**config.mk**
```make
export PLATFORM = sky130hd
export DESIGN_NAME = fix_engine
export DESIGN_NICKNAME = d
export VERILOG_FILES = /design/src/common/fix_pkg.sv /design/src/builder/fix_tx_builder.sv /design/src/parser/fix_rx_parser.sv /design/src/source/fix_engine.sv /design/src/source/heartbeat_timer.sv /design/src/source/session_fsm.sv
export SDC_FILE = /design/constraint.sdc
export NUM_CORES = 1
export LEC_CHECK = 0
export BUFFER_PORTS_ARGS = -buffer_cell sky130_fd_sc_hd__buf_2
export CAP_MARGIN = 10
export CORE_AREA = 2 2 124 126
export CTS_CLUSTER_DIAMETER = 30
export CTS_CLUSTER_SIZE = 24
export DETAILED_ROUTE_END_ITERATION = 8
export DIE_AREA = 0 0 126 128
export PLACE_DENSITY = 0.8
export SETUP_SLACK_MARGIN = 0.05
export SLEW_MARGIN = 20
export SYNTH_ARGS = -nofsm -noshare
export SYNTH_HDL_FRONTEND = slang
export SYNTH_HIERARCHICAL = 1
export SYNTH_SLANG_ARGS = --single-unit
```
**constraint.sdc**
```tcl
create_clock -name clk -period 6 [get_ports clk]
set_input_delay 0.6 -clock clk [delete_from_list [all_inputs] [get_ports clk]]
set_output_delay 0.6 -clock clk [all_outputs]
set_load 0.02 [all_outputs]
```
**src/common/fix_pkg.sv**
```systemverilog
/*
	FIX session engine shared definitions
	message and session state encodings, the parser result and
	builder request structs, and the protocol constants used by
	the inbound parser, the session FSM, the heartbeat timer and
	the outbound builder
*/

package fix_pkg;

	// MsgType values carry their own ASCII character
	typedef enum logic [7:0] {
		LOGON     = 8'h41,			// 'A'
		HEARTBEAT = 8'h30,			// '0'
		TEST_REQ  = 8'h31,			// '1'
		LOGOUT    = 8'h35,			// '5'
		OTHER     = 8'h3f			// any other type character
	} fix_msg_e;

	typedef enum logic [1:0] {
		IDLE        = 2'd0,
		LOGON_SENT  = 2'd1,			// waiting for the peer logon
		ACTIVE      = 2'd2,
		LOGOUT_SENT = 2'd3			// waiting for the peer logout
	} session_state_e;

	// parser result, qualified by a separate one cycle valid
	typedef struct packed {
		fix_msg_e msg_type;
		logic     checksum_ok;
	} rx_msg_t;

	// session FSM to builder request
	typedef struct packed {
		fix_msg_e msg_type;
	} tx_req_t;

	localparam logic [7:0] SOH = 8'h01;	// field delimiter

	localparam int MSG_LEN = 29;		// bytes in every outbound message

	localparam int TAG_MSGTYPE = 35;
	localparam int TAG_CHECKSUM = 10;

	localparam int HB_WIDTH = 16;		// heartbeat down-counter width

endpackage

```
**src/builder/fix_tx_builder.sv**
```systemverilog
/*
	FIX outbound message builder
	serializes the fixed 29 byte layout BeginString, MsgType,
	MsgSeqNum and CheckSum with a BCD sequence counter and a
	running byte sum, one byte per accepted handshake
*/

`timescale 1ns/1ns

module fix_tx_builder (
	input  logic             clk,
	input  logic             arst_n_i,
	input  logic             req_valid_i,
	input  fix_pkg::tx_req_t req_i,
	output logic             req_ready_o,
	output logic             tx_valid_o,
	output logic [7:0]       tx_byte_o,
	input  logic             tx_ready_i,
	output logic             done_o
);

	localparam logic [4:0] LAST_IDX = 5'(fix_pkg::MSG_LEN - 1);
	localparam logic [4:0] SUM_END  = 5'(fix_pkg::MSG_LEN - 7);	// first byte of "10="

	logic              busy;
	logic [4:0]        idx;
	fix_pkg::fix_msg_e msg_type;
	logic [3:0]        seq_h;
	logic [3:0]        seq_t;
	logic [3:0]        seq_o;
	logic [7:0]        sum;
	logic [7:0]        cs_h;
	logic [7:0]        cs_t;
	logic [7:0]        cs_o;
	logic              req_xfer;
	logic              byte_xfer;
	logic              last_byte;

	assign req_ready_o = !busy;
	assign req_xfer    = req_valid_i && !busy;
	assign tx_valid_o  = busy;
	assign byte_xfer   = busy && tx_ready_i;
	assign last_byte   = (idx == LAST_IDX);

	// checksum digits, sum is settled before they are sent
	assign cs_h = sum / 8'd100;
	assign cs_t = (sum / 8'd10) % 8'd10;
	assign cs_o = sum % 8'd10;

	always_comb begin
		case (idx)
			5'd0:  tx_byte_o = "8";
			5'd1:  tx_byte_o = "=";
			5'd2:  tx_byte_o = "F";
			5'd3:  tx_byte_o = "I";
			5'd4:  tx_byte_o = "X";
			5'd5:  tx_byte_o = ".";
			5'd6:  tx_byte_o = "4";
			5'd7:  tx_byte_o = ".";
			5'd8:  tx_byte_o = "2";
			5'd10: tx_byte_o = "3";
			5'd11: tx_byte_o = "5";
			5'd12: tx_byte_o = "=";
			5'd13: tx_byte_o = msg_type;		// latched type char
			5'd15: tx_byte_o = "3";
			5'd16: tx_byte_o = "4";
			5'd17: tx_byte_o = "=";
			5'd18: tx_byte_o = {4'h3, seq_h};
			5'd19: tx_byte_o = {4'h3, seq_t};
			5'd20: tx_byte_o = {4'h3, seq_o};
			5'd22: tx_byte_o = "1";
			5'd23: tx_byte_o = "0";
			5'd24: tx_byte_o = "=";
			5'd25: tx_byte_o = "0" + cs_h;
			5'd26: tx_byte_o = "0" + cs_t;
			5'd27: tx_byte_o = "0" + cs_o;
			default: tx_byte_o = fix_pkg::SOH;	// 9, 14, 21 and 28
		endcase
	end

	always_ff @(posedge clk or negedge arst_n_i) begin
		if (!arst_n_i) begin
			busy   <= 1'b0;
			idx    <= '0;
			done_o <= 1'b0;
			seq_h  <= 4'd0;
			seq_t  <= 4'd0;
			seq_o  <= 4'd1;			// first message is 001
		end else begin
			done_o <= byte_xfer && last_byte;
			if (req_xfer) begin
				busy <= 1'b1;
				idx  <= '0;
			end else if (byte_xfer) begin
				if (last_byte)
					busy <= 1'b0;
				else
					idx <= idx + 1'b1;
			end
			if (byte_xfer && last_byte) begin	// bcd step, 999 wraps to 000
				if (seq_o != 4'd9) begin
					seq_o <= seq_o + 1'b1;
				end else begin
					seq_o <= 4'd0;
					if (seq_t != 4'd9) begin
						seq_t <= seq_t + 1'b1;
					end else begin
						seq_t <= 4'd0;
						seq_h <= (seq_h == 4'd9) ? 4'd0 : seq_h + 1'b1;
					end
				end
			end
		end
	end

	always_ff @(posedge clk) begin
		if (req_xfer)
			msg_type <= req_i.msg_type;
		if (req_xfer)
			sum <= '0;
		else if (byte_xfer && idx < SUM_END)
			sum <= sum + tx_byte_o;		// mod 256 by width
	end

endmodule

```
**src/parser/fix_rx_parser.sv**
```systemverilog
/*
	FIX inbound parser
	splits tag=value fields at SOH, captures the MsgType character
	and checks the received CheckSum against the byte sum of the
	message up to the tag 10 field
*/

`timescale 1ns/1ns

module fix_rx_parser (
	input  logic             clk,
	input  logic             arst_n_i,
	input  logic             rx_valid_i,
	input  logic [7:0]       rx_byte_i,
	output logic             rx_msg_valid_o,
	output fix_pkg::rx_msg_t rx_msg_o,
	output logic             rx_error_o
);

	logic              in_value;		// value part of a field, else tag part
	logic [13:0]       tag_num;
	logic              type_field;		// first char of tag 35 value expected
	logic              cs_field;		// inside the tag 10 value
	logic [7:0]        sum;
	logic [7:0]        frozen_sum;
	logic [9:0]        cs_val;
	fix_pkg::fix_msg_e msg_type;

	logic              tag_eq;			// '=' ends the tag
	logic              val_soh;			// SOH ends the value
	logic              val_char;
	logic              cs_match;

	assign tag_eq   = rx_valid_i && !in_value && (rx_byte_i == "=");
	assign val_soh  = rx_valid_i && in_value && (rx_byte_i == fix_pkg::SOH);
	assign val_char = rx_valid_i && in_value && (rx_byte_i != fix_pkg::SOH);
	assign cs_match = (cs_val == {2'b00, frozen_sum});

	always_ff @(posedge clk or negedge arst_n_i) begin
		if (!arst_n_i) begin
			in_value       <= 1'b0;
			tag_num        <= '0;
			type_field     <= 1'b0;
			cs_field       <= 1'b0;
			sum            <= '0;
			rx_msg_valid_o <= 1'b0;
			rx_error_o     <= 1'b0;
		end else begin
			rx_msg_valid_o <= 1'b0;
			rx_error_o     <= 1'b0;
			if (rx_valid_i)
				sum <= sum + rx_byte_i;
			if (tag_eq) begin
				in_value   <= 1'b1;
				type_field <= (tag_num == 14'(fix_pkg::TAG_MSGTYPE));
				cs_field   <= (tag_num == 14'(fix_pkg::TAG_CHECKSUM));
			end else if (rx_valid_i && !in_value) begin
				tag_num <= tag_num * 14'd10 + {10'd0, rx_byte_i[3:0]};	// ascii digit
			end
			if (val_char)
				type_field <= 1'b0;
			if (val_soh) begin
				in_value   <= 1'b0;
				tag_num    <= '0;
				type_field <= 1'b0;
				cs_field   <= 1'b0;
				if (cs_field) begin			// end of message
					sum            <= '0;
					rx_msg_valid_o <= 1'b1;
					rx_error_o     <= !cs_match;
				end
			end
		end
	end

	always_ff @(posedge clk) begin
		if (val_soh && !cs_field)
			frozen_sum <= sum + rx_byte_i;	// sum through this SOH, kept once tag 10 starts
		if (tag_eq)
			cs_val <= '0;
		else if (val_char && cs_field)
			cs_val <= cs_val * 10'd10 + {6'd0, rx_byte_i[3:0]};
		if (val_char && type_field) begin
			case (rx_byte_i)
				fix_pkg::LOGON, fix_pkg::HEARTBEAT, fix_pkg::TEST_REQ, fix_pkg::LOGOUT:
					msg_type <= fix_pkg::fix_msg_e'(rx_byte_i);
				default:
					msg_type <= fix_pkg::OTHER;
			endcase
		end
		if (val_soh && cs_field) begin
			rx_msg_o.msg_type    <= msg_type;
			rx_msg_o.checksum_ok <= cs_match;
		end
	end

endmodule

```
**src/source/fix_engine.sv**
```systemverilog
/*
	FIX session engine top level
	one session over a byte stream: inbound parser, session FSM,
	heartbeat timer and outbound message builder
*/

`timescale 1ns/1ns

module fix_engine #(
	parameter int HB_INTERVAL = 300
) (
	input  logic       clk,
	input  logic       arst_n_i,
	input  logic       connect_i,			// from app
	input  logic       disconnect_i,		// from app
	input  logic       rx_valid_i,			// inbound stream, one byte per cycle
	input  logic [7:0] rx_byte_i,
	input  logic       tx_ready_i,			// outbound stream
	output logic       tx_valid_o,
	output logic [7:0] tx_byte_o,
	output logic       session_active_o,
	output logic       rx_error_o
);

	logic              rx_msg_valid;
	fix_pkg::rx_msg_t  rx_msg;
	logic              tx_req_valid;
	fix_pkg::tx_req_t  tx_req;
	logic              tx_req_ready;
	logic              tx_done;
	logic              timer_run;
	logic              hb_due;

	fix_rx_parser u_fix_rx_parser (
		.clk            (clk),
		.arst_n_i       (arst_n_i),
		.rx_valid_i     (rx_valid_i),
		.rx_byte_i      (rx_byte_i),
		.rx_msg_valid_o (rx_msg_valid),		// to session FSM
		.rx_msg_o       (rx_msg),
		.rx_error_o     (rx_error_o)
	);

	session_fsm u_session_fsm (
		.clk              (clk),
		.arst_n_i         (arst_n_i),
		.connect_i        (connect_i),
		.disconnect_i     (disconnect_i),
		.rx_msg_valid_i   (rx_msg_valid),
		.rx_msg_i         (rx_msg),
		.hb_due_i         (hb_due),
		.tx_req_valid_o   (tx_req_valid),	// to builder
		.tx_req_o         (tx_req),
		.tx_req_ready_i   (tx_req_ready),
		.timer_run_o      (timer_run),
		.session_active_o (session_active_o)
	);

	heartbeat_timer #(
		.HB_INTERVAL (HB_INTERVAL)
	) u_heartbeat_timer (
		.clk       (clk),
		.arst_n_i  (arst_n_i),
		.run_i     (timer_run),
		.restart_i (tx_done),			// every sent message restarts it
		.due_o     (hb_due)
	);

	fix_tx_builder u_fix_tx_builder (
		.clk         (clk),
		.arst_n_i    (arst_n_i),
		.req_valid_i (tx_req_valid),
		.req_i       (tx_req),
		.req_ready_o (tx_req_ready),
		.tx_valid_o  (tx_valid_o),
		.tx_byte_o   (tx_byte_o),
		.tx_ready_i  (tx_ready_i),
		.done_o      (tx_done)
	);

endmodule

```
**src/source/heartbeat_timer.sv**
```systemverilog
/*
	Heartbeat timer
	down-counter that pulses when no message has been sent for
	HB_INTERVAL cycles while the session is active
*/

`timescale 1ns/1ns

module heartbeat_timer #(
	parameter int HB_INTERVAL = 300
) (
	input  logic clk,
	input  logic arst_n_i,
	input  logic run_i,				// session active
	input  logic restart_i,			// message sent
	output logic due_o
);

	localparam logic [fix_pkg::HB_WIDTH-1:0] RELOAD = fix_pkg::HB_WIDTH'(HB_INTERVAL);

	logic [fix_pkg::HB_WIDTH-1:0] count;
	logic                         run_q;

	always_ff @(posedge clk or negedge arst_n_i) begin
		if (!arst_n_i) begin
			count <= '0;
			run_q <= 1'b0;
			due_o <= 1'b0;
		end else begin
			run_q <= run_i;
			due_o <= 1'b0;
			if (!run_i) begin
				count <= '0;
			end else if (!run_q || restart_i) begin
				count <= RELOAD;			// session just went active or message sent
			end else if (count == 1) begin
				due_o <= 1'b1;
				count <= RELOAD;
			end else begin
				count <= count - 1'b1;
			end
		end
	end

endmodule

```
**src/source/session_fsm.sv**
```systemverilog
/*
	FIX session state machine
	handles logon, test request, heartbeat and logout for one
	counterparty and issues one message request at a time to the
	outbound builder
*/

`timescale 1ns/1ns

module session_fsm (
	input  logic             clk,
	input  logic             arst_n_i,
	input  logic             connect_i,
	input  logic             disconnect_i,
	input  logic             rx_msg_valid_i,
	input  fix_pkg::rx_msg_t rx_msg_i,
	input  logic             hb_due_i,
	output logic             tx_req_valid_o,
	output fix_pkg::tx_req_t tx_req_o,
	input  logic             tx_req_ready_i,
	output logic             timer_run_o,
	output logic             session_active_o
);

	fix_pkg::session_state_e state;
	fix_pkg::session_state_e state_nxt;

	logic              rx_good;			// message with a valid checksum
	logic              hold_valid;
	fix_pkg::fix_msg_e hold_type;		// message parked behind a pending request
	logic              msg_valid;
	fix_pkg::fix_msg_e msg_type;
	logic              req_fire;
	fix_pkg::fix_msg_e req_type;

	assign rx_good   = rx_msg_valid_i && rx_msg_i.checksum_ok;
	assign msg_valid = hold_valid || rx_good;
	assign msg_type  = hold_valid ? hold_type : rx_msg_i.msg_type;	// oldest first

	assign session_active_o = (state == fix_pkg::ACTIVE);
	assign timer_run_o      = (state == fix_pkg::ACTIVE);

	// events are only acted on once the previous request has moved
	always_comb begin
		state_nxt = state;
		req_fire  = 1'b0;
		req_type  = fix_pkg::HEARTBEAT;
		if (!tx_req_valid_o) begin
			case (state)
				fix_pkg::IDLE: begin
					if (connect_i) begin
						req_fire  = 1'b1;
						req_type  = fix_pkg::LOGON;
						state_nxt = fix_pkg::LOGON_SENT;
					end
				end
				fix_pkg::LOGON_SENT: begin
					if (msg_valid && msg_type == fix_pkg::LOGON)
						state_nxt = fix_pkg::ACTIVE;
				end
				fix_pkg::ACTIVE: begin
					if (msg_valid && msg_type == fix_pkg::LOGOUT) begin
						req_fire  = 1'b1;		// answer the peer logout
						req_type  = fix_pkg::LOGOUT;
						state_nxt = fix_pkg::IDLE;
					end else if (disconnect_i) begin
						req_fire  = 1'b1;
						req_type  = fix_pkg::LOGOUT;
						state_nxt = fix_pkg::LOGOUT_SENT;
					end else if (hb_due_i || (msg_valid && msg_type == fix_pkg::TEST_REQ)) begin
						req_fire  = 1'b1;
						req_type  = fix_pkg::HEARTBEAT;
					end
				end
				fix_pkg::LOGOUT_SENT: begin
					if (msg_valid && msg_type == fix_pkg::LOGOUT)
						state_nxt = fix_pkg::IDLE;
				end
				default: state_nxt = fix_pkg::IDLE;
			endcase
		end
	end

	always_ff @(posedge clk or negedge arst_n_i) begin
		if (!arst_n_i) begin
			state          <= fix_pkg::IDLE;
			tx_req_valid_o <= 1'b0;
			hold_valid     <= 1'b0;
		end else begin
			state <= state_nxt;
			if (req_fire)
				tx_req_valid_o <= 1'b1;
			else if (tx_req_ready_i)
				tx_req_valid_o <= 1'b0;		// transfer done
			if (tx_req_valid_o)
				hold_valid <= hold_valid || rx_good;
			else
				hold_valid <= hold_valid && rx_good;	// held one consumed, park the new one
		end
	end

	always_ff @(posedge clk) begin
		if (req_fire)
			tx_req_o.msg_type <= req_type;
		if (rx_good && (tx_req_valid_o || hold_valid))
			hold_type <= rx_msg_i.msg_type;
	end

endmodule

```
; ---- Word level (Yosys, flattened, before mapping)
; Index checks and enable logic that the tools add are counted.
[word_totals]
reg_bits = 135
out_inout_bits = 11
wordCells = 201
[classes]
addsub = 12
multipliers = 2
n_div = 4
magnitude_cmp = 1
eq_ne = 52
mux = 53
bitwise = 3
n_reduce_logical = 46
[op_table]
columns = cell, count
row1 = 8-bit case mux with 19 select lines, 1
row2 = "5-bit equality test, second input constant", 12
row3 = "8-bit by 6-bit equality test with 1-bit output, second input constant", 6
row4 = 16-bit 2-to-1 mux, 3
row5 = 14-bit 2-to-1 mux, 3
row6 = 8-bit 2-to-1 mux, 5
row7 = "5-bit by 4-bit equality test with 1-bit output, second input constant", 6
row8 = 1-bit 2-to-1 mux, 25
row9 = "6-bit by 8-bit adder with 8-bit output, first input constant", 3
row10 = "5-bit by 3-bit equality test with 1-bit output, second input constant", 4
row11 = 1-bit logical AND, 19
row12 = 8-bit adder, 2
row13 = "16-bit by 1-bit equality test with 1-bit output, second input constant", 1
row14 = "8-bit by 7-bit equality test with 1-bit output, second input constant", 2
row15 = "8-bit by 4-bit modulo with 8-bit output, second input constant", 2
row16 = 8-bit case mux with 2 select lines, 1
row17 = "16-bit by 1-bit subtractor with 16-bit output, second input constant", 1
row18 = 5-bit 2-to-1 mux, 3
row19 = 14-bit by 4-bit adder with 14-bit output, 1
row20 = "14-bit by 4-bit equality test with 1-bit output, second input constant", 1
row21 = "14-bit by 6-bit equality test with 1-bit output, second input constant", 1
row22 = "14-bit by 3-bit multiplier with 13-bit output, second input constant", 1
row23 = "4-bit by 1-bit adder with 4-bit output, second input constant", 3
row24 = 4-bit 2-to-1 mux, 3
row25 = 35 further kinds, 64

; ---- Logic depth before layout (Yosys ltp)
; Gate-level depths: netlist of run 1.
[logic_depth]
word_depth = 10
ltp_mapped = 31
ltp_nobuf = 29

; ---- Cells and area by module
; The synthesis of run 1 kept the hierarchy.
[by_module_without_submodules]
columns = module, n_inst, cells_each, area_each_um2
row1 = fix_rx_parser, 1, 366, 3936.3
row2 = fix_tx_builder, 1, 457, 3669.8
row3 = heartbeat_timer, 1, 83, 889.6
row4 = session_fsm, 1, 63, 777.0

; ---- Worst setup path before layout of run 1
; Ideal clock, no wire load.
[synth_timing]
path_kind = register to register
start = register u_fix_tx_builder.sum[5]
end = register u_fix_tx_builder.sum[7]
setup_time_ns = 0.072
arrival_ns = 5.275
t_required_ns = 5.928
slack_ns = 0.653
path_stages_with_launch = 28
path_buffers = 1
path_cell_list = dfxtp_1 buf_6 inv_1 ha_1 nand2b_1 a211o_1 a211o_2 a21boi_2 nand2_1 ha_1 nand2_1 nor3_1 and3b_1 o31ai_1 nand2_1 inv_1 ha_1 mux2i_1 o221ai_1 ha_1 a21o_1 a21o_1 a21oi_1 nor2b_1 o21ai_0 a21boi_0 mux2i_1 mux2i_1
[synth_via]
elab_chain_cells = 5
word_cells_on_any_way = 9
[synth_rtl]
columns = element, line
row1 = "start, declared", fix_tx_builder.sv:31  ; logic [7:0] sum;
row2 = "start signal, assigned", fix_tx_builder.sv:122  ; sum <= sum + tx_byte_o;
row3 = 8-bit by 4-bit divider with 8-bit output, fix_tx_builder.sv:47  ; assign cs_t = (sum / 8'd10) % 8'd10;
row4 = 8-bit by 4-bit modulo with 8-bit output, fix_tx_builder.sv:47
row5 = 6-bit by 8-bit adder with 8-bit output, fix_tx_builder.sv:75  ; 5'd26: tx_byte_o = "0" + cs_t;
row6 = 8-bit case mux with 19 select lines *, fix_tx_builder.sv:51  ; case (idx)
row7 = via tx_byte_o[2], fix_engine.sv:20  ; output logic [7:0] tx_byte_o,
row8 = 8-bit adder *, fix_tx_builder.sv:122
; The timed path passes the listed nets; every way through them passes the cells marked *.
; A chain may end at the register's enable or synchronous reset.

; ---- Final worst setup path of run 1
[layout_timing]
start = register u_fix_tx_builder.sum[6]
end = output port tx_byte_o[6]
[layout_via]
elab_chain_cells = 4
word_cells_on_any_way = 8
[layout_rtl]
columns = element, line
row1 = 8-bit by 4-bit divider with 8-bit output, fix_tx_builder.sv:47
row2 = 8-bit by 4-bit modulo with 8-bit output, fix_tx_builder.sv:47
row3 = 6-bit by 8-bit adder with 8-bit output, fix_tx_builder.sv:75
row4 = 8-bit case mux with 19 select lines *, fix_tx_builder.sv:51
row5 = "end, declared", fix_engine.sv:20
; Mark *: on every way between the ends. The rest lies on a longest branch, timed or not.

==> results of run 1 <==
[sequential cells by signal (all words and copies together) (netlist names), 2 cells and up]
name / flops
u_heartbeat_timer/count: 16
u_fix_rx_parser/tag_num: 14
u_fix_rx_parser/cs_val: 10
u_fix_rx_parser/rx_msg_o: 9
u_fix_rx_parser/frozen_sum: 8
u_fix_rx_parser/msg_type: 8
u_fix_rx_parser/sum: 8
u_fix_tx_builder/msg_type: 8
u_fix_tx_builder/sum: 8
u_session_fsm/hold_type: 8
u_fix_tx_builder/idx: 5
u_fix_tx_builder/seq_h: 4
u_fix_tx_builder/seq_o: 4
u_fix_tx_builder/seq_t: 4
u_session_fsm/tx_req_o: 4
u_session_fsm/state: 2
[repair_timing]
action / 4_1_cts / 5_1_grt
gates resized for setup: 0 / 2
hold endpoints to repair: 0 / 0
endpoints found under the setup margin: 0 / 2
[cells in the final DEF (no fill, tap or decap), types with 6 or more instances in the layout]
cell,instances
o21ai_0,33
fa_1,6
edfxtp_1,45
a21boi_0,6
dfrtp_1,67
nand4b_1,6
o21ai_1,17
o31ai_1,12
inv_1,49
clkbuf_16,17
dfxtp_1,18
nor2b_1,17
a31oi_1,8
a211oi_1,10
nor3_1,20
buf_2,23
o211ai_1,6
nand3_1,28
and2_1,6
a22o_1,7
xnor2_1,39
a21oi_1,45
mux2i_1,23
nor3b_1,7
ha_1,64
nand2b_1,18
a21o_1,14
nor4_1,9
buf_4,9
nor2_1,93
nand4_1,16
xor2_1,34
nand3b_1,6
nand2_1,71
[report_power, final]
part / total [mW] / switching (mW) / internal [mW]
Sequential: 1.31 / 0.230 / 1.07
Clock: 1.13 / 0.391 / 0.737
Combinational: 3.61 / 2.12 / 1.49
Total: 6.04 / 2.74 / 3.30
[final timing paths]
| path | end | start |
|---|---|---|
| max in group asynchronous | u_fix_tx_builder/seq_t[3] | arst_n_i |
| min in group clk | u_fix_tx_builder/msg_type[6] | u_session_fsm/tx_req_o[6] |
| hold reg to reg | u_fix_tx_builder/msg_type[6] | u_session_fsm/tx_req_o[6] |
| hold / removal | u_heartbeat_timer/count[4] | arst_n_i |
| setup / recovery | tx_byte_o[6] | u_fix_tx_builder/sum[6] |
| setup reg to reg | u_fix_tx_builder/sum[7] | u_fix_tx_builder/sum[6] |
[final cells by class]
class                   count  share of cell area (%)
flip-flops and latches    131                    33.7
well taps                 188                    2.32
clock inverters            13                    2.03
clock buffers              19                    4.28
inverters                  53                    1.96
multi-input cells         748                    53.9
repair buffers             32                    1.80
[critical path, stage by stage (launching register included)]
cell      delay [ns]
dfxtp_1         0.31
buf_4           0.21
inv_1           0.09
ha_1            0.26
nor2_1          0.11
a211o_1         0.31
a211o_2         0.34
a21boi_2        0.19
nand2_1         0.12
ha_1            0.24
nand2_2         0.16
nor3_1          0.06
and3b_1         0.21
o31ai_1         0.33
nand2_1         0.12
inv_1           0.10
ha_1            0.15
o21ai_0         0.08
nand2_1         0.09
a32oi_2         0.11
nand3_2         0.12
inv_1           0.05
ha_1            0.20
xnor2_1         0.14
a221o_1         0.36
buf_2           0.18
[kinds of logic after synthesis]
group                    after synthesis  share of synthesized area, %
adder cells (fa/ha/maj)               72                          10.2
flip-flops                           131                          36.8
XOR/XNOR                              76                          7.56
AND/OR/NAND/NOR                      350                          20.5
other                                  2                        0.0810
multiplexers                          27                          3.21
AO/OA/AOI/OAI                        219                          17.2
buffers and inverters                 92                          4.47
[layer usage]
metal / part of all wire (%) / vias to the layer above
li1: - / 3553
met1: 41 / 3493
met2: 51 / 240
met3: 4.7 / 39
met4: 2.8 / 0
met5: 0 / -
[stage by stage]
stage | instances | hold slack [ns] | cell area, µm² | total power, mW
6_report | 1184 | 0.330 | 10100 | 6.04
4_1_cts | 1184 | 0.349 | 10100 | 6.01
2_1_floorplan | 971 | 0.304 | 9280 | 4.14
3_5_place_dp | 1152 | 0.406 | 9480 | 4.85
5_1_grt | 1184 | 0.400 | 10100 | 6.52
3_3_place_gp | 1152 | 0.400 | 9480 | 4.79
==> impl_metrics.py, run 1 <==
metrics = {
    "global_route": {
        "use_met2_pct": 46.8,
        "grt_max_degree": 69,
        "use_met3_pct": 4.84,
        "grt_antenna_before_repair": 0,
        "grt_use_met1_pct": 32.6,
        "overflow": 0,
        "grt_pass1_vias": 7245,
        "grt_pass1_wl_um": 34900,
        "grt_use_total_pct": 26.7,
        "grt-busiest-layer": "met2",
    },
    "sta": {
        "max_clock_freq_mhz": 177,
        "hold_violations": 0,
        "setup_ws_ns": 0.356,
        "clock_skew_ns": 0.0148,
        "slew_headroom_pct": 29.5,
        "tightest_slew_ns": 1.05,
        "fin_crit_sh_pct": 94.1,
        "rsz0062_at_grt": "no",
        "finalCriticalPeriod_ns": 5.64,
        "slew_viol_final": 0,
        "setup_viol": 0,
        "setup_tns_ns": 0,
    },
    "logic_synthesis": {
        "synthCells": 969,
        "synth_largest_area_cell": "dfrtp_1",
        "seq_area_frac_synth_pct": 36.8,
        "yosysMostFrequentCell": "nor2_1",
        "synth_async_sr_flop_share_pct": 51.9,
        "yosysWarnings": 6,
        "syn_area_mm2": 0.00927,
        "synth_edf_count": 45,
        "netlist.area_leader.share_pct": 18.1,
        "avgSynthCellArea_um2": 9.57,
        "ys_seq_elements": 131,
        "synth_common_cells": "nor2_1, nand2_1, dfrtp_1, ha_1, inv_1",
        "yosys-top-cells-area": "dfrtp_1, edfxtp_1, ha_1, dfxtp_1, nor2_1",
        "synth.distinct_cells": 111,
        "synthFlopType": "dfrtp_1",
    },
    "die": {
        "ioPinCount": 25,
        "start_util_pct": 62.4,
        "num_rows": 45,
        "die_w_um": 126,
        "coreArea_mm2": 0.0149,
        "dieArea_mm2": 0.0161,
        "die_h_um": 128,
    },
    "route": {
        "wl_per_cell_um": 17.5,
        "routed_wl_um": 20700,
        "vias": 7325,
        "via_per_inst": 6.19,
        "detail_route.first_pass.iterations": 5,
        "ant_nets": 0,
        "drt-initial-drc-count": 592,
        "drc": 0,
    },
    "clocking": {
        "h-tree-depth": 4,
        "clkLatencyLatePin_ns": 0.42,
        "cts_buffer_depth": 2,
        "cts_tree": "built",
        "root_buffer": "clkbuf_16",
        "clk_pin_slew_ns": 0.06,
        "clock-sinks": 131,
        "cts_buffers": 17,
        "postCtsSetupRepairBufs": 0,
        "holdBufCountCts": 0,
    },
    "finish": {
        "n_antenna_cell": 0,
        "multiInputGateArea_mm2": 0.00546,
        "layout-drive-gt1-share_pct": 10.9,
        "nFillCells": 1163,
        "areaGrowthSynthToFinish_pct": 9.20,
        "ff_latch_area_mm2": 0.00341,
        "final_nets": 1068,
        "final_core_util_pct": 68.1,
    },
    "worst_setup_path": {
        "path_class": "flip-flop to primary output",
        "r2r_slack_ns": 0.46,
        "cp-end-kind": "primary output",
        "ff2ff_path_depth": 30,
        "arrival_ns": 5.04,
        "critPathLaunchType": "flip-flop",
        "critPathMaxFanout": 22,
        "cp.required_ns": 5.40,
    },
    "placement": {
        "dp_hpwl_um": 14700,
        "portBuffers": 24,
        "place_ws_ns": 0.418,
        "place.gp.congestion": 0.874,
    },
    "hold_path": {
        "min_path_type": "input pin to asynchronous set/reset pin",
    },
    "power_and_ir_drop": {
        "ir_drop_v": 0.000408,
        "power_density_mw_per_mm2": 596,
        "p_leak_nw": 4.48,
    },
    "status": {
        "status": "finished, final reports clean",
    },
    "run": {
        "max_cap_violations": 0,
    },
}
(Power assumes the default switching activity.)
==> run 2: changes to the inputs <==
Settings changed: REMOVE_ABC_BUFFERS set to 1.
==> run 2 against run 1 <==
Net effect: first-iteration DRC count down 9.8%; routed wire length is 0.83% lower; setup slack improved by 0.045 ns; core utilization is 0.067 points higher; clock power is 5% lower; clock skew fell by 0.0079 ns; largest power group unchanged; highest routed layer unchanged.
==> impl_metrics.py, run 2 (synthesis results as in run 1) <==
metrics = {
    "status": {
        "status": "finished, final reports clean",
    },
    "power_and_ir_drop": {
        "swShare_pct": 46.1,
        "p_sw_mw": 2.76,
        "internal_power_mw": 3.23,
        "p_leak_nw": 4.49,
        "clkPwrFrac_pct": 17.9,
        "seqPwrFrac_pct": 21.3,
        "ir_drop_v": 0.000420,
        "combPwrFrac_pct": 60.9,
        "power_density_mw_per_mm2": 590,
    },
    "global_route": {
        "grt_pass1_vias": 7191,
        "grt_antenna_before_repair": 0,
        "grt_use_total_pct": 26.5,
        "overflow": 0,
        "grt_max_degree": 69,
        "grt_pass1_wl_um": 34600,
    },
    "route": {
        "detail_route.first_pass.iterations": 5,
        "routed_wl_um": 20500,
        "ant_nets": 0,
        "via_per_inst": 6.18,
        "drc": 0,
        "vias": 7318,
        "drt-initial-drc-count": 534,
        "wl_per_cell_um": 17.3,
    },
    "sta": {
        "setup_ws_ns": 0.401,
        "clock_skew_ns": 0.00687,
        "fin_crit_sh_pct": 93.3,
        "max_clock_freq_mhz": 179,
        "rsz0062_at_grt": "no",
        "setup_viol": 0,
        "finalCriticalPeriod_ns": 5.60,
        "hold_violations": 0,
        "slew_headroom_pct": 27.9,
        "tightest_slew_ns": 1.07,
        "slew_viol_final": 0,
        "setup_tns_ns": 0,
    },
    "finish": {
        "layout_common_cells": "nor2_1, nand2_1, dfrtp_1",
        "largest_register": "u_heartbeat_timer/count",
        "largest_reg_flops": 16,
        "final_nets": 1069,
        "multiInputGateArea_mm2": 0.00547,
        "layout-drive-gt1-share_pct": 11.7,
        "nFillCells": 1141,
        "final_common_cell": "nor2_1",
        "ff_latch_area_mm2": 0.00341,
        "areaGrowthSynthToFinish_pct": 9.31,
        "n_antenna_cell": 0,
        "top_regs": "u_heartbeat_timer/count x16, u_fix_rx_parser/tag_num x14, u_fix_rx_parser/cs_val x10",
    },
    "die": {
        "die_w_um": 126,
        "dieArea_mm2": 0.0161,
        "num_rows": 45,
        "ioPinCount": 25,
        "die_h_um": 128,
        "start_util_pct": 62.4,
        "coreArea_mm2": 0.0149,
    },
    "clocking": {
        "cts_buffers": 17,
        "cts_tree": "built",
        "clk_pin_slew_ns": 0.06,
        "cts_buffer_depth": 2,
        "h-tree-depth": 4,
        "clkLatencyLatePin_ns": 0.42,
        "postCtsSetupRepairBufs": 0,
        "clock-sinks": 131,
        "root_buffer": "clkbuf_16",
    },
    "worst_setup_path": {
        "cp-end-kind": "primary output",
        "arrival_ns": 5.00,
        "critPathLaunchType": "flip-flop",
        "path_class": "flip-flop to primary output",
        "startpoint": "u_fix_tx_builder/sum[5]",
        "r2r_slack_ns": 0.45,
        "cp.required_ns": 5.40,
        "r2r_start": "u_fix_tx_builder/sum[5]",
        "critPathMaxFanout": 21,
    },
    "hold_path": {
        "min_path_type": "input pin to asynchronous set/reset pin",
    },
    "run": {
        "max_cap_violations": 0,
    },
    "placement": {
        "place_ws_ns": 0.335,
        "portBuffers": 24,
        "place.gp.congestion": 0.927,
        "dp_hpwl_um": 14400,
    },
}
[run 2: routing by layer]
layer  part of all wire [%]  global-route usage, %
met2                     51                   47.6
met3                    5.0                   5.72
met1                     42                   31.9
met5                      0                      0
met4                    1.8                   8.47
[run 2: layout make-up]
class                   instances  area share (%)
multi-input cells             748            54.0
flip-flops and latches        131            33.7
clock buffers                  22            5.15
well taps                     188            2.32
inverters                      53            1.96
repair buffers                 33            1.85
clock inverters                10            1.06
[run 2: through the flow]
step,cell area (µm²),util (%),cells,power (mW),hold WS (ns)
4_1_cts,10100,68.1,1185,5.94,0.419
3_3_place_gp,9490,63.8,1153,4.78,0.400
6_report,10100,68.2,1185,5.98,0.397
2_1_floorplan,9060,-,932,4.06,0.304
3_5_place_dp,9490,63.8,1153,4.84,0.405
5_1_grt,10100,68.2,1185,6.47,0.426
[run 2: worst max-delay path: stages, from the launching register on]
cell and delay, ns:
dfxtp_1 0.34, buf_4 0.25, ha_1 0.32, nor2_1 0.10, a211o_1 0.31, a211o_2 0.34, a21boi_2 0.20, nand2_1 0.12
ha_1 0.24, nand2_2 0.16, nor3_1 0.06, and3b_1 0.22, o31ai_2 0.26, nand2_1 0.11, inv_1 0.09, ha_1 0.15
o21ai_0 0.09, nand2_1 0.09, a32oi_2 0.11, nand3_2 0.12, inv_1 0.06, ha_1 0.20, xnor2_1 0.13, a221o_1 0.35
buf_2 0.18
[run 2: power groups by stage]
| stage | clock, mW | combinational (mW) | sequential (mW) |
|---|---|---|---|
| 2_1_floorplan | 0 | 2.77 | 1.28 |
| 5_1_grt | 1.13 | 4.04 | 1.29 |
| 4_1_cts | 1.09 | 3.58 | 1.27 |
| 3_5_place_dp | 0 | 3.55 | 1.28 |
| 3_3_place_gp | 0 | 3.50 | 1.28 |
| 6_report | 1.07 | 3.64 | 1.27 |
[run 2: what timing repair did]
| item | CTS | global route |
|---|---|---|
| setup endpoints to repair | 0 | 5 |
| hold buffers | 0 | 0 |
| resized for setup | 0 | 7 |
[run 2: worst paths after layout]
path,to,cells after the start
max reg2reg,u_fix_tx_builder/sum[7],29
max in group asynchronous,u_fix_tx_builder/seq_t[3],2
min,u_fix_tx_builder/seq_h[3],2
min in group clk,u_fix_tx_builder/msg_type[2],0
max,tx_byte_o[6],24
min reg2reg,u_fix_tx_builder/msg_type[2],0
